<file path="src/hw/trace_defines.svh">
`ifndef TRACE_DEFINES_SVH
`define TRACE_DEFINES_SVH

//////////////////////////////////////////////////////////////
// Trace queue sizing
//////////////////////////////////////////////////////////////

// In-flight instructions tracked at once
`define TRACE_DEPTH 8

// Queue index width, log2 of TRACE_DEPTH
`define TRACE_TAG_W 3

// Pointer width with one wrap bit above the index
`define TRACE_PTR_W (`TRACE_TAG_W + 1)

// Width of a cycle stamp, wraps with the free running counter
`define STAMP_W 16

`endif

</file>
<file path="src/hw/rv_isa_pkg.sv">
package rv_isa_pkg;

    //////////////////////////////////////////////////////////////
    // Field types of a 32-bit base instruction
    //////////////////////////////////////////////////////////////

    typedef logic [4:0] reg_idx_t;      // x0 .. x31
    typedef logic [6:0] opcode_t;
    typedef logic [2:0] funct3_t;
    typedef logic [6:0] funct7_t;
    typedef logic [11:0] imm12_t;

    // R-format layout, also gives rd and rs2 for the other formats
    typedef struct packed {
        funct7_t  funct7;
        reg_idx_t rs2;
        reg_idx_t rs1;
        funct3_t  funct3;
        reg_idx_t rd;
        opcode_t  opcode;
    } r_fmt_t;

    // I-format layout, the top twelve bits are the immediate
    typedef struct packed {
        imm12_t   imm12;
        reg_idx_t rs1;
        funct3_t  funct3;
        reg_idx_t rd;
        opcode_t  opcode;
    } i_fmt_t;

    // One fetched word seen through either format
    typedef union packed {
        r_fmt_t r_view;
        i_fmt_t i_view;
    } rv_instr_u;

    //////////////////////////////////////////////////////////////
    // Major opcodes of the I-format instructions
    //////////////////////////////////////////////////////////////

    localparam opcode_t OPC_LOAD   = 7'b0000011;  // lb, lh, lw, lbu, lhu
    localparam opcode_t OPC_OP_IMM = 7'b0010011;  // addi, slti, xori and friends

endpackage

</file>
<file path="src/hw/trace_types_pkg.sv">
`include "trace_defines.svh"

package trace_types_pkg;

    //////////////////////////////////////////////////////////////
    // Scalar types
    //////////////////////////////////////////////////////////////

    typedef logic [`TRACE_TAG_W-1:0] trace_tag_t;  // Queue entry index
    typedef logic [`STAMP_W-1:0]     stamp_t;      // Cycle count
    typedef logic [2:0]              stall_cnt_t;
    typedef logic [11:0]             operand_t;

    localparam stall_cnt_t STALL_SAT = 3'd7;  // Stall count stops here

    //////////////////////////////////////////////////////////////
    // Per-entry records
    //////////////////////////////////////////////////////////////

    // Cycle on which the instruction entered each stage
    typedef struct packed {
        stamp_t if_cycle;
        stamp_t id_cycle;
        stamp_t ex_cycle;
        stamp_t mem_cycle;
        stamp_t wb_cycle;
    } stage_stamps_t;

    typedef struct packed {
        stall_cnt_t stall_count;   // Decode hold cycles, saturating
        logic       caused_flush;  // Branch redirected the front end
    } hazard_info_t;

    typedef struct packed {
        logic [31:0]           pc;
        rv_isa_pkg::rv_instr_u instr;
    } fetch_info_t;

    // One retired instruction as emitted at the output
    typedef struct packed {
        trace_tag_t           tag;
        fetch_info_t          fetch;
        rv_isa_pkg::reg_idx_t dest;
        operand_t             operand;  // imm12 for I-format, else rs2
        stage_stamps_t        stamps;
        hazard_info_t         hazard;
    } trace_record_t;

endpackage

</file>
<file path="src/hw/stage_timestamp_log.sv">
`timescale 1ns/100ps

`include "trace_defines.svh"

module stage_timestamp_log (
    input  logic                          clk,
    input  logic                          rst,
    input  logic                          fetch_stb,
    input  logic                          id_stb,
    input  logic                          ex_stb,
    input  logic                          mem_stb,
    input  logic                          wb_stb,
    input  logic                          flush,
    input  trace_types_pkg::fetch_info_t  fetch_data,
    output trace_types_pkg::trace_tag_t   id_tag,
    output trace_types_pkg::trace_tag_t   ex_tag,
    output trace_types_pkg::trace_tag_t   rd_tag,
    output trace_types_pkg::trace_tag_t   fetch_tag,
    output logic                          id_occupied,
    output logic                          retire_stb,
    output trace_types_pkg::fetch_info_t  fetch_bus,
    output trace_types_pkg::stage_stamps_t stamp_bus
);

    import trace_types_pkg::*;

    typedef logic [`TRACE_PTR_W-1:0] ptr_t;  // Index plus wrap bit

    stamp_t        cycle_cnt;
    ptr_t          if_ptr, id_ptr, ex_ptr, mem_ptr, wb_ptr;
    ptr_t          ex_resume;   // Refetch point after a flush
    ptr_t          id_last;     // Youngest entry that entered decode
    ptr_t          occupancy;
    trace_tag_t    id_wr_tag, mem_tag;
    logic          order_err;

    fetch_info_t   fetch_mem [`TRACE_DEPTH];
    stage_stamps_t stamp_mem [`TRACE_DEPTH];

    //////////////////////////////////////////////////////////////
    // Free running cycle counter and stage pointers
    //////////////////////////////////////////////////////////////

    always_ff @(posedge clk or posedge rst) begin
        if (rst) begin
            cycle_cnt <= '0;
        end else begin
            cycle_cnt <= cycle_cnt + 1'b1;  // Wraps
        end
    end

    assign ex_resume = ex_ptr + 1'b1;

    always_ff @(posedge clk or posedge rst) begin
        if (rst) begin
            if_ptr  <= '0;
            id_ptr  <= '0;
            ex_ptr  <= '0;
            mem_ptr <= '0;
            wb_ptr  <= '0;
        end else begin
            // Flush drops everything younger than the branch
            if (flush) begin
                if_ptr <= ex_resume;
                id_ptr <= ex_resume;
            end else begin
                if (fetch_stb) if_ptr <= if_ptr + 1'b1;
                if (id_stb)    id_ptr <= id_ptr + 1'b1;
            end
            if (ex_stb)  ex_ptr  <= ex_ptr + 1'b1;
            if (mem_stb) mem_ptr <= mem_ptr + 1'b1;
            if (wb_stb)  wb_ptr  <= wb_ptr + 1'b1;
        end
    end

    assign id_last     = id_ptr - 1'b1;
    assign fetch_tag   = if_ptr[`TRACE_TAG_W-1:0];
    assign id_wr_tag   = id_ptr[`TRACE_TAG_W-1:0];
    assign id_tag      = id_last[`TRACE_TAG_W-1:0];
    assign ex_tag      = ex_ptr[`TRACE_TAG_W-1:0];   // Entry that ex_stb moves
    assign mem_tag     = mem_ptr[`TRACE_TAG_W-1:0];
    assign rd_tag      = wb_ptr[`TRACE_TAG_W-1:0];
    assign id_occupied = (id_ptr != ex_ptr);         // Decoded, not yet executing
    assign retire_stb  = wb_stb;

    //////////////////////////////////////////////////////////////
    // Entry array, one stamp per stage
    //////////////////////////////////////////////////////////////

    always_ff @(posedge clk) begin
        if (fetch_stb) begin
            fetch_mem[fetch_tag]          <= fetch_data;
            stamp_mem[fetch_tag].if_cycle <= cycle_cnt;
        end
        if (id_stb) begin
            stamp_mem[id_wr_tag].id_cycle <= cycle_cnt;
        end
        if (ex_stb) begin
            stamp_mem[ex_tag].ex_cycle <= cycle_cnt;
        end
        if (mem_stb) begin
            stamp_mem[mem_tag].mem_cycle <= cycle_cnt;
        end
        if (wb_stb) begin
            stamp_mem[rd_tag].wb_cycle <= cycle_cnt;
        end
    end

    assign fetch_bus = fetch_mem[rd_tag];

    // The write-back stamp lands on this same edge, so pass it around the array
    always_comb begin
        stamp_bus = stamp_mem[rd_tag];
        if (wb_stb) begin
            stamp_bus.wb_cycle = cycle_cnt;
        end
    end

    //////////////////////////////////////////////////////////////
    // Checks
    //////////////////////////////////////////////////////////////

    assign occupancy = if_ptr - wb_ptr;

    // A stage may only take an entry the previous stage already holds
    assign order_err = (id_stb  && (id_ptr  == if_ptr))  ||
                       (ex_stb  && (ex_ptr  == id_ptr))  ||
                       (mem_stb && (mem_ptr == ex_ptr))  ||
                       (wb_stb  && (wb_ptr  == mem_ptr));

    occupancy_bound: assert property (@(posedge clk) disable iff (rst)
        occupancy <= ptr_t'(`TRACE_DEPTH))
        else $error("trace queue holds more than TRACE_DEPTH entries");

    stage_order: assert property (@(posedge clk) disable iff (rst) !order_err)
        else $error("stage strobe overtook the stage before it");

endmodule

</file>
<file path="src/hw/hazard_event_log.sv">
`timescale 1ns/100ps

`include "trace_defines.svh"

module hazard_event_log (
    input  logic                          clk,
    input  logic                          rst,
    input  logic                          stall,
    input  logic                          flush,
    input  logic                          fetch_stb,
    input  logic                          id_occupied,
    input  logic                          retire_stb,
    input  trace_types_pkg::trace_tag_t   id_tag,
    input  trace_types_pkg::trace_tag_t   ex_tag,
    input  trace_types_pkg::trace_tag_t   rd_tag,
    input  trace_types_pkg::trace_tag_t   fetch_tag,
    output trace_types_pkg::hazard_info_t hazard_bus
);

    import trace_types_pkg::*;

    hazard_info_t             haz_mem [`TRACE_DEPTH];
    trace_tag_t               age     [`TRACE_DEPTH];  // Distance past the branch
    trace_tag_t               fetch_age;
    logic [`TRACE_DEPTH-1:0]  clear_vec;
    logic [`TRACE_DEPTH-1:0]  stall_vec;
    logic [`TRACE_DEPTH-1:0]  flush_vec;

    //////////////////////////////////////////////////////////////
    // Per-entry event decode
    //////////////////////////////////////////////////////////////

    assign fetch_age = fetch_tag - ex_tag;

    always_comb begin
        for (int i = 0; i < `TRACE_DEPTH; i++) begin
            age[i] = trace_tag_t'(i) - ex_tag;
            // New fetch, retirement, or younger than a redirecting branch
            clear_vec[i] = (fetch_stb && (fetch_tag == trace_tag_t'(i))) ||
                           (retire_stb && (rd_tag == trace_tag_t'(i))) ||
                           (flush && (age[i] != '0) && (age[i] < fetch_age));
            stall_vec[i] = stall && id_occupied && (id_tag == trace_tag_t'(i));
            flush_vec[i] = flush && (ex_tag == trace_tag_t'(i));
        end
    end

    //////////////////////////////////////////////////////////////
    // Hazard fields
    //////////////////////////////////////////////////////////////

    always_ff @(posedge clk) begin
        for (int i = 0; i < `TRACE_DEPTH; i++) begin
            if (clear_vec[i]) begin
                haz_mem[i] <= '0;
            end else begin
                if (stall_vec[i] && (haz_mem[i].stall_count != STALL_SAT)) begin
                    haz_mem[i].stall_count <= haz_mem[i].stall_count + 1'b1;
                end
                if (flush_vec[i]) begin
                    haz_mem[i].caused_flush <= 1'b1;  // Sticky until reuse
                end
            end
        end
    end

    assign hazard_bus = haz_mem[rd_tag];

    // The redirecting branch must be the entry sitting in decode
    flush_from_decode: assert property (@(posedge clk) disable iff (rst)
        flush |-> (id_occupied && (id_tag == ex_tag)))
        else $error("flush with no matching entry in decode");

endmodule

</file>
<file path="src/hw/trace_record_builder.sv">
`timescale 1ns/100ps

module trace_record_builder (
    input  logic                           clk,
    input  logic                           rst,
    input  logic                           retire_stb,
    input  trace_types_pkg::trace_tag_t    rd_tag,
    input  trace_types_pkg::fetch_info_t   fetch_bus,
    input  trace_types_pkg::stage_stamps_t stamp_bus,
    input  trace_types_pkg::hazard_info_t  hazard_bus,
    output logic                           record_valid,
    output trace_types_pkg::trace_record_t record
);

    import rv_isa_pkg::*;
    import trace_types_pkg::*;

    rv_instr_u     instr;
    logic          is_i_fmt;
    operand_t      operand;
    trace_record_t rec_next;

    //////////////////////////////////////////////////////////////
    // Instruction decode
    //////////////////////////////////////////////////////////////

    assign instr = fetch_bus.instr;

    // Loads and ALU-immediate ops carry imm12 in the top bits
    assign is_i_fmt = (instr.i_view.opcode == OPC_OP_IMM) ||
                      (instr.i_view.opcode == OPC_LOAD);

    assign operand = is_i_fmt ? instr.i_view.imm12
                              : {7'd0, instr.r_view.rs2};  // Zero extend

    always_comb begin
        rec_next.tag     = rd_tag;
        rec_next.fetch   = fetch_bus;
        rec_next.dest    = instr.r_view.rd;  // Same position in both formats
        rec_next.operand = operand;
        rec_next.stamps  = stamp_bus;
        rec_next.hazard  = hazard_bus;
    end

    //////////////////////////////////////////////////////////////
    // Output register
    //////////////////////////////////////////////////////////////

    always_ff @(posedge clk or posedge rst) begin
        if (rst) begin
            record_valid <= 1'b0;
        end else begin
            record_valid <= retire_stb;  // One cycle after wb_stb
        end
    end

    always_ff @(posedge clk) begin
        if (retire_stb) begin
            record <= rec_next;
        end
    end

    // Back to back records come from consecutive queue entries
    records_in_order: assert property (@(posedge clk) disable iff (rst)
        (record_valid && $past(record_valid)) |->
            (record.tag == trace_tag_t'($past(record.tag) + 1'b1)))
        else $error("back to back records skipped a queue entry");

endmodule

</file>
<file path="src/hw/pipeline_trace_top.sv">
`timescale 1ns/100ps

module pipeline_trace_top (
    input  logic                           clk,
    input  logic                           rst,
    input  logic                           fetch_stb,
    input  trace_types_pkg::fetch_info_t   fetch_data,
    input  logic                           id_stb,
    input  logic                           ex_stb,
    input  logic                           mem_stb,
    input  logic                           wb_stb,
    input  logic                           stall,
    input  logic                           flush,
    output logic                           record_valid,
    output trace_types_pkg::trace_record_t record
);

    import trace_types_pkg::*;

    trace_tag_t    id_tag, ex_tag, rd_tag, fetch_tag;
    logic          id_occupied;
    logic          retire_stb;
    fetch_info_t   fetch_bus;
    stage_stamps_t stamp_bus;
    hazard_info_t  hazard_bus;

    //////////////////////////////////////////////////////////////
    // Stage stamps and hazards side by side, joined at retire
    //////////////////////////////////////////////////////////////

    stage_timestamp_log i_stamp_log (
        .clk         (clk),
        .rst         (rst),
        .fetch_stb   (fetch_stb),
        .id_stb      (id_stb),
        .ex_stb      (ex_stb),
        .mem_stb     (mem_stb),
        .wb_stb      (wb_stb),
        .flush       (flush),
        .fetch_data  (fetch_data),
        .id_tag      (id_tag),
        .ex_tag      (ex_tag),
        .rd_tag      (rd_tag),
        .fetch_tag   (fetch_tag),
        .id_occupied (id_occupied),
        .retire_stb  (retire_stb),
        .fetch_bus   (fetch_bus),
        .stamp_bus   (stamp_bus)
    );

    hazard_event_log i_hazard_log (
        .clk         (clk),
        .rst         (rst),
        .stall       (stall),
        .flush       (flush),
        .fetch_stb   (fetch_stb),
        .id_occupied (id_occupied),
        .retire_stb  (retire_stb),
        .id_tag      (id_tag),
        .ex_tag      (ex_tag),
        .rd_tag      (rd_tag),
        .fetch_tag   (fetch_tag),
        .hazard_bus  (hazard_bus)
    );

    trace_record_builder i_builder (
        .clk          (clk),
        .rst          (rst),
        .retire_stb   (retire_stb),
        .rd_tag       (rd_tag),
        .fetch_bus    (fetch_bus),
        .stamp_bus    (stamp_bus),
        .hazard_bus   (hazard_bus),
        .record_valid (record_valid),
        .record       (record)
    );

endmodule

</file>
<file path="config.mk">
export PLATFORM = sky130hd
export DESIGN_NAME = pipeline_trace_top
export DESIGN_NICKNAME = d
export VERILOG_FILES = /design/src/hw/rv_isa_pkg.sv /design/src/hw/trace_types_pkg.sv /design/src/hw/stage_timestamp_log.sv /design/src/hw/hazard_event_log.sv /design/src/hw/trace_record_builder.sv /design/src/hw/pipeline_trace_top.sv
export VERILOG_INCLUDE_DIRS = /design/src /design/src/hw
export SDC_FILE = /design/constraint.sdc
export NUM_CORES = 1
export LEC_CHECK = 0
export ABC_AREA = 1
export BUFFER_PORTS_ARGS = -buffer_cell sky130_fd_sc_hd__buf_2
export CORE_UTILIZATION = 48
export DETAILED_ROUTE_END_ITERATION = 7
export GPL_TIMING_DRIVEN = 0
export PLACE_DENSITY = 0.67
export SYNTH_ARGS = -nofsm -noshare
export SYNTH_HDL_FRONTEND = slang
export SYNTH_SLANG_ARGS = --single-unit
export TNS_END_PERCENT = 1
</file>
<file path="constraint.sdc">
create_clock -name clk -period 4.1 [get_ports clk]
set_input_delay 0.205 -clock clk [delete_from_list [all_inputs] [get_ports clk]]
set_output_delay 0.205 -clock clk [all_outputs]
set_load 0.01 [all_outputs]
</file>
# Word level (Yosys, flattened, before mapping)

Memories as Yosys holds them, arrays and structs flattened. A register that Yosys moved wholly into a read port is not among the register bits.
Index checks and enable logic that the tools add are counted.

Word-level logic and storage cells: 286
Bits in registers: 137
Input bits: 73
Memory bits (writable): 1184
Memories: 3

Memory list:

| memory                | words | bits a word | read ports | clocked after memory_dff | wr ports | line                      | RTL |
|---|---|---|---|---|---|---|---|
| i_stamp_log.stamp_mem | 8     | 80          | 1          | 1                        | 5        | stage_timestamp_log.sv:38 | `` stage_stamps_t stamp_mem [`TRACE_DEPTH]; `` |
| i_stamp_log.fetch_mem | 8     | 64          | 1          | 0                        | 1        | stage_timestamp_log.sv:37 | `` fetch_info_t fetch_mem [`TRACE_DEPTH]; `` |
| i_hazard_log.haz_mem  | 8     | 4           | 9          | 1                        | 8        | hazard_event_log.sv:22    | `` hazard_info_t haz_mem [`TRACE_DEPTH]; `` |

Reduce and logical (&&, ||, !) cells: 88
Order comparisons: 8
Mux-type cells: 94
Bitwise gates (word level): 16
Equality and inequality tests: 39
$add $sub $neg: 24

Operators by type and width:

| kind                                             | number |
|---|---|
| two-way mux 1 bit                                | 82 |
| logical AND 1 bit                                | 57 |
| == test 3 bit, second input constant             | 16 |
| adder 3 x 1 -> 3 bit, second input constant      | 8 |
| == test 3 x 2 -> 1 bit, second input constant    | 8 |
| less-than comparator 3 bit                       | 8 |
| two-way mux 3 bit                                | 8 |
| != test 3 bit, second input constant             | 8 |
| nonzero test 3 bit                               | 8 |
| adder 4 x 1 -> 4 bit, second input constant      | 5 |
| logical OR 1 bit                                 | 17 |
| adder 16 x 1 -> 16 bit, second input constant    | 1 |
| two-way mux 4 bit                                | 4 |
| bitwise OR 1 bit                                 | 16 |
| == test 3 x 1 -> 1 bit, second input constant    | 4 |
| zero test 3 bit                                  | 4 |
| subtractor 3 bit, first input constant           | 4 |
| == test 7 x 2 -> 1 bit, second input constant    | 1 |
| == test 7 x 5 -> 1 bit, second input constant    | 1 |
| subtractor 1 x 3 -> 3 bit, first input constant  | 2 |
| subtractor 2 x 3 -> 3 bit, first input constant  | 2 |
| != test 4 bit                                    | 1 |
| nonzero test 2 bit                               | 2 |
| subtractor 3 x 1 -> 3 bit, second input constant | 1 |
| subtractor 3 bit                                 | 1 |

# Depth between registers and ports, before layout

Depth in word-level cells: 8
Mapped depth: 14
Gate-level depth less buffers: 14

# Modules after synthesis

A second synthesis with hierarchy kept.

Cell total of the unflattened synthesis: 4035
Area, all modules: 53826.6 um^2

Modules (own cells, without submodules):

| module               | times used | area each (um^2) | seq. area each (um^2) | cells each |
|---|---|---|---|---|
| stage_timestamp_log  | 1          | 46288.1          | 35419.0               | 3522 |
| trace_record_builder | 1          | 4931.0           | 4769.6                | 189 |
| hazard_event_log     | 1          | 2607.5           | 950.9                 | 324 |

# Worst setup path before layout

OpenSTA, ideal clock, no wires.

Path kind: register -> register
From: reg i_stamp_log.if_ptr[2]
To: mem i_stamp_log.fetch_mem[0][0] in the netlist's numbering, enable pin
Buffers on the path: 1
Period minus slack after synthesis: 4.559 ns
Library setup time: 0.519 ns
Path slack: -0.459 ns
Arrival time: 4.041 ns
Stages on the path, launching flop included: 5
Cells stage by stage: dfrtp_1 > buf_2 > inv_2 > nand2_1 > nor2_1

RTL lines:

| item                   | line                      | RTL |
|---|---|---|
| start, declared        | stage_timestamp_log.sv:30 | `ptr_t if_ptr, id_ptr, ex_ptr, mem_ptr, wb_ptr;` |
| start signal, assigned | stage_timestamp_log.sv:64 | `if_ptr <= ex_resume;` |
| start signal, assigned | stage_timestamp_log.sv:67 | `if (fetch_stb) if_ptr <= if_ptr + 1'b1;` |
| end, declared          | stage_timestamp_log.sv:37 |  |

Straight into the memory's write port.

==> impl_metrics.tcl <==
set metrics [dict create \
    crit_path_frequent_cell "nand2_1" \
    power.switching_mw 15.7 \
    yosysWarningCount 0 \
    postPlaceCellArea_um2 52700 \
    wirelength_met1_mm 52.1 \
    synth-compound-area-share_pct 8.87 \
    syn_area_per_cell_um2 13.2 \
    yosysTopAreaCell "edfxtp_1" \
    start_util_pct 48.6 \
    drive_gt1_share_pct 14.7 \
    coreArea_um2 101000 \
    slew_headroom_pct 5.85 \
    swShare_pct 36.9 \
    cp_max_fo 9 \
    grt_max_degree 89 \
    synth_top_family_by_area "simple AND/OR/NAND/NOR gates" \
    outcome "completed" \
    first_pass_iters 6 \
    crit_path_top_delay_cell "dfrtp_1" \
    finClkSkew_ns 0.0372 \
    ir_drop_mv 0.478 \
    clkPwrFrac_pct 26.9 \
    io_pins 242 \
    fp.dieW_um 321 \
    routed_wl_mm 130 \
    yosysSeqAreaShare_pct 76.2 \
    root_buffer "clkbuf_16" \
    postRouteAntennaNets 0 \
    power_leakage_nw 21.0 \
    rsz0062_at_grt "false" \
    hp-class "input port to register" \
    syn_to_final_growth_pct 17.6 \
    cp.required_ns 4.59 \
    multi_input_area_um2 10200 \
    drv_cap 0 \
    cts.clk_slew.worst_paths_ns 0.07 \
    n_fill_cell 7886 \
    grt-ovfl-total 0 \
    grt_usage_pct 25.0 \
    finalHoldViolations 0 \
    path_class "register to register" \
    arrival_ns 3.85 \
    clk_latency_ns 0.76 \
    die_area_um2 103000 \
    drv_slew 0 \
    synthTopCellsByArea "edfxtp_1, o21ai_0, nor2_1" \
    final_cell_area_um2 57600 \
    synthAdderAreaFrac_pct 1.55 \
    drc 0 \
    crit_path_end_kind "register" \
    critical_path.max_stage_delay_ns 0.56 \
    port_buffers 240 \
    grt_pass1_wl_mm 190 \
    synth_cells 3707 \
    route.met2.wl_mm 62.3 \
    cts_tree "yes" \
    post-dp-hpwl_mm 80.2 \
    ys_ff_latch 1248 \
    drt-vias-per-instance 5.57 \
    die_y_um 321 \
    ys_types 41 \
    cts_buffer_depth 3 \
    path_cells "inv_1 -> fa_1 -> nand2_1 -> nand2_1 -> nand2_1 -> nand2_1 -> ha_1 -> inv_1 -> o21ai_0 -> nand2_1 -> inv_1 -> nand2_1" \
    synth-simple-area-share_pct 9.75 \
    post-route-min-period_ns 3.35 \
    synth.mux.area_fraction_pct 0 \
    critPathLaunchType "register" \
    async_reset_ff_share_pct 2.72 \
    gp_congestion 0.875 \
    post_cts_buffers 0 \
    p_per_area_nw_per_um2 742 \
    hp-start "fetch_data[50]" \
    highest_layer "met5" \
    p_int_mw 26.9 \
    synth_xor_area_share_pct 0.358 \
    antenna_found_initial 8 \
    cp-startpoint "i_stamp_log.ex_ptr[1]" \
    worst_pin_slew_ns 1.41 \
    first_iter_violations 3869 \
    fin_util_pct 57.2 \
    min_period_over_period_pct 81.8 \
    num_vias 31500 \
    wl_per_cell_um 23.0 \
    cts_made_buffers 130 \
    row_count 116 \
    max_freq_ghz 0.298 \
    syn_area_um2 48900 \
    synthesis.nets 3840 \
    synth_top_area_share_pct 74.4 \
    cts.sinks 1248 \
    htree_levels 4 \
    num-nets-final 4323 \
    combPwrFrac_pct 33.4 \
    ys.flop_type "edfxtp_1" \
    synth-edff-count 1213 \
    seqCellArea_um2 37300 \
    sequentialPowerShare_pct 39.7 \
    wl_met3_mm 10.9 \
    setup_viol 0 \
    grt_pass1_vias 30200 \
    r2r-start "i_stamp_log.ex_ptr[1]" \
]
power by group through the flow:
stage	clock network (mW)	registers (mW)	logic, mW
global route	12.1	17.1	15.6
detailed placement	0	17.2	14.0
finish	11.5	17.0	14.3
floorplan	0	17.5	7.87
CTS	11.6	17.0	14.2
global placement	0	17.4	13.5
placed cells by master, fill, tap and decap left out, types with 22 or more instances in the layout:
cell type / synthesis / routed
inv_1: 128 / 127
edfxtp_1: 1213 / 1213
o21ai_1: 56 / 56
clkinv_2: 0 / 24
ha_1: 59 / 59
buf_2: 71 / 310
buf_4: 31 / 32
clkbuf_1: 97 / 127
dlygate4sd3_1: 0 / 74
nor2_2: 1 / 22
nand3_1: 62 / 62
o22ai_1: 244 / 244
nor2_1: 591 / 562
clkbuf_16: 0 / 130
buf_12: 0 / 22
nand2_1: 544 / 544
o21ai_0: 469 / 469
synth_stat cells, types with 3 or more instances:
cell type,count
xnor2_1,6
buf_2,71
o22ai_1,244
clkbuf_1,97
buf_4,31
nand3_1,62
edfxtp_1,1213
xor2_1,14
o21ai_1,56
o21ai_0,469
a211oi_1,3
inv_1,128
inv_2,3
buf_6,5
nor3_1,16
nand4_1,6
nor2_1,591
buf_1,16
a21oi_1,6
o21ai_2,6
nand2_1,544
dfrtp_1,34
nor3b_1,6
ha_1,59
flip-flops by register name, summed over array words and instances, names as in the netlist:
register and flops:
i_hazard_log.haz_mem 32, i_stamp_log.id_ptr 4, i_stamp_log.wb_ptr 3, i_stamp_log.ex_ptr 4, i_builder.record_valid 1, i_stamp_log.fetch_mem 512, i_builder.record 158, i_stamp_log.stamp_mem 512
i_stamp_log.mem_ptr 3, i_stamp_log.cycle_cnt 16, i_stamp_log.if_ptr 3
stage by stage:
step	setup slack [ns]	setup TNS [ns]	hold slack (ns)	power, mW	std cells
6_report	0.746	0	0.255	42.7	5652
5_1_grt	0.538	0	0.252	44.7	5650
4_1_cts	0.790	0	0.219	42.7	5649
3_5_place_dp	0.792	0	0.0671	31.2	5340
3_3_place_gp	-4.19	-2498.94	0.461	30.8	5304
2_1_floorplan	-0.459	-277.00	0.236	25.4	3707
final timing paths:
path / to / slack [ns] / cells after the start
max in group asynchronous: i_stamp_log.cycle_cnt[6] / 3.20 / 5
setup reg to reg: i_hazard_log.haz_mem[6][1] / 0.75 / 12
min in group asynchronous: i_builder.record_valid / 0.42 / 4
setup / recovery: i_hazard_log.haz_mem[6][1] / 0.75 / 12
hold / removal: i_stamp_log.fetch_mem[1][50] / 0.25 / 2
hold reg to reg: i_hazard_log.haz_mem[4][0] / 0.51 / 2
worst max-delay path, delay by kind of cell, from the launching register on:
| kind | cells | cell delay (ns) |
|---|---|---|
| adders and majority gates | 2 | 0.85 |
| and+or+nand+nor | 6 | 0.84 |
| DFF | 1 | 0.56 |
| buffers and inverters | 3 | 0.43 |
| AOI/OAI and AO/OA | 1 | 0.43 |
what timing repair did:
action | 4_1_cts | 5_1_grt
hold buffers | 74 | 0
endpoints found under the hold margin | 604 | 0
gates resized for setup | 0 | 0
cell type report:
cell class,instances,share of cell area [%]
clock buffer,166,5.97
antenna,2,0.00870
timing repair buffer,351,4.63
clock inverter,69,1.19
buffer,222,1.89
tap,1357,2.95
inverter,133,0.872
sequential,1248,64.8
multi-input combinational,2104,17.6
cell families after synthesis:
family                   count (synthesis)
AO/OA/AOI/OAI                          794
flip-flops                            1248
buffers and inverters                  355
AND/OR/NAND/NOR                       1230
adder cells (fa/ha/maj)                 60
XOR/XNOR                                20
routing by layer:
layer,track usage (%),up-vias
li1,-,14300
met4,9.43,14
met5,0,-
met1,34.2,15300
met2,40.4,1528
met3,4.20,266
Power figures use the tool's default switching activity.
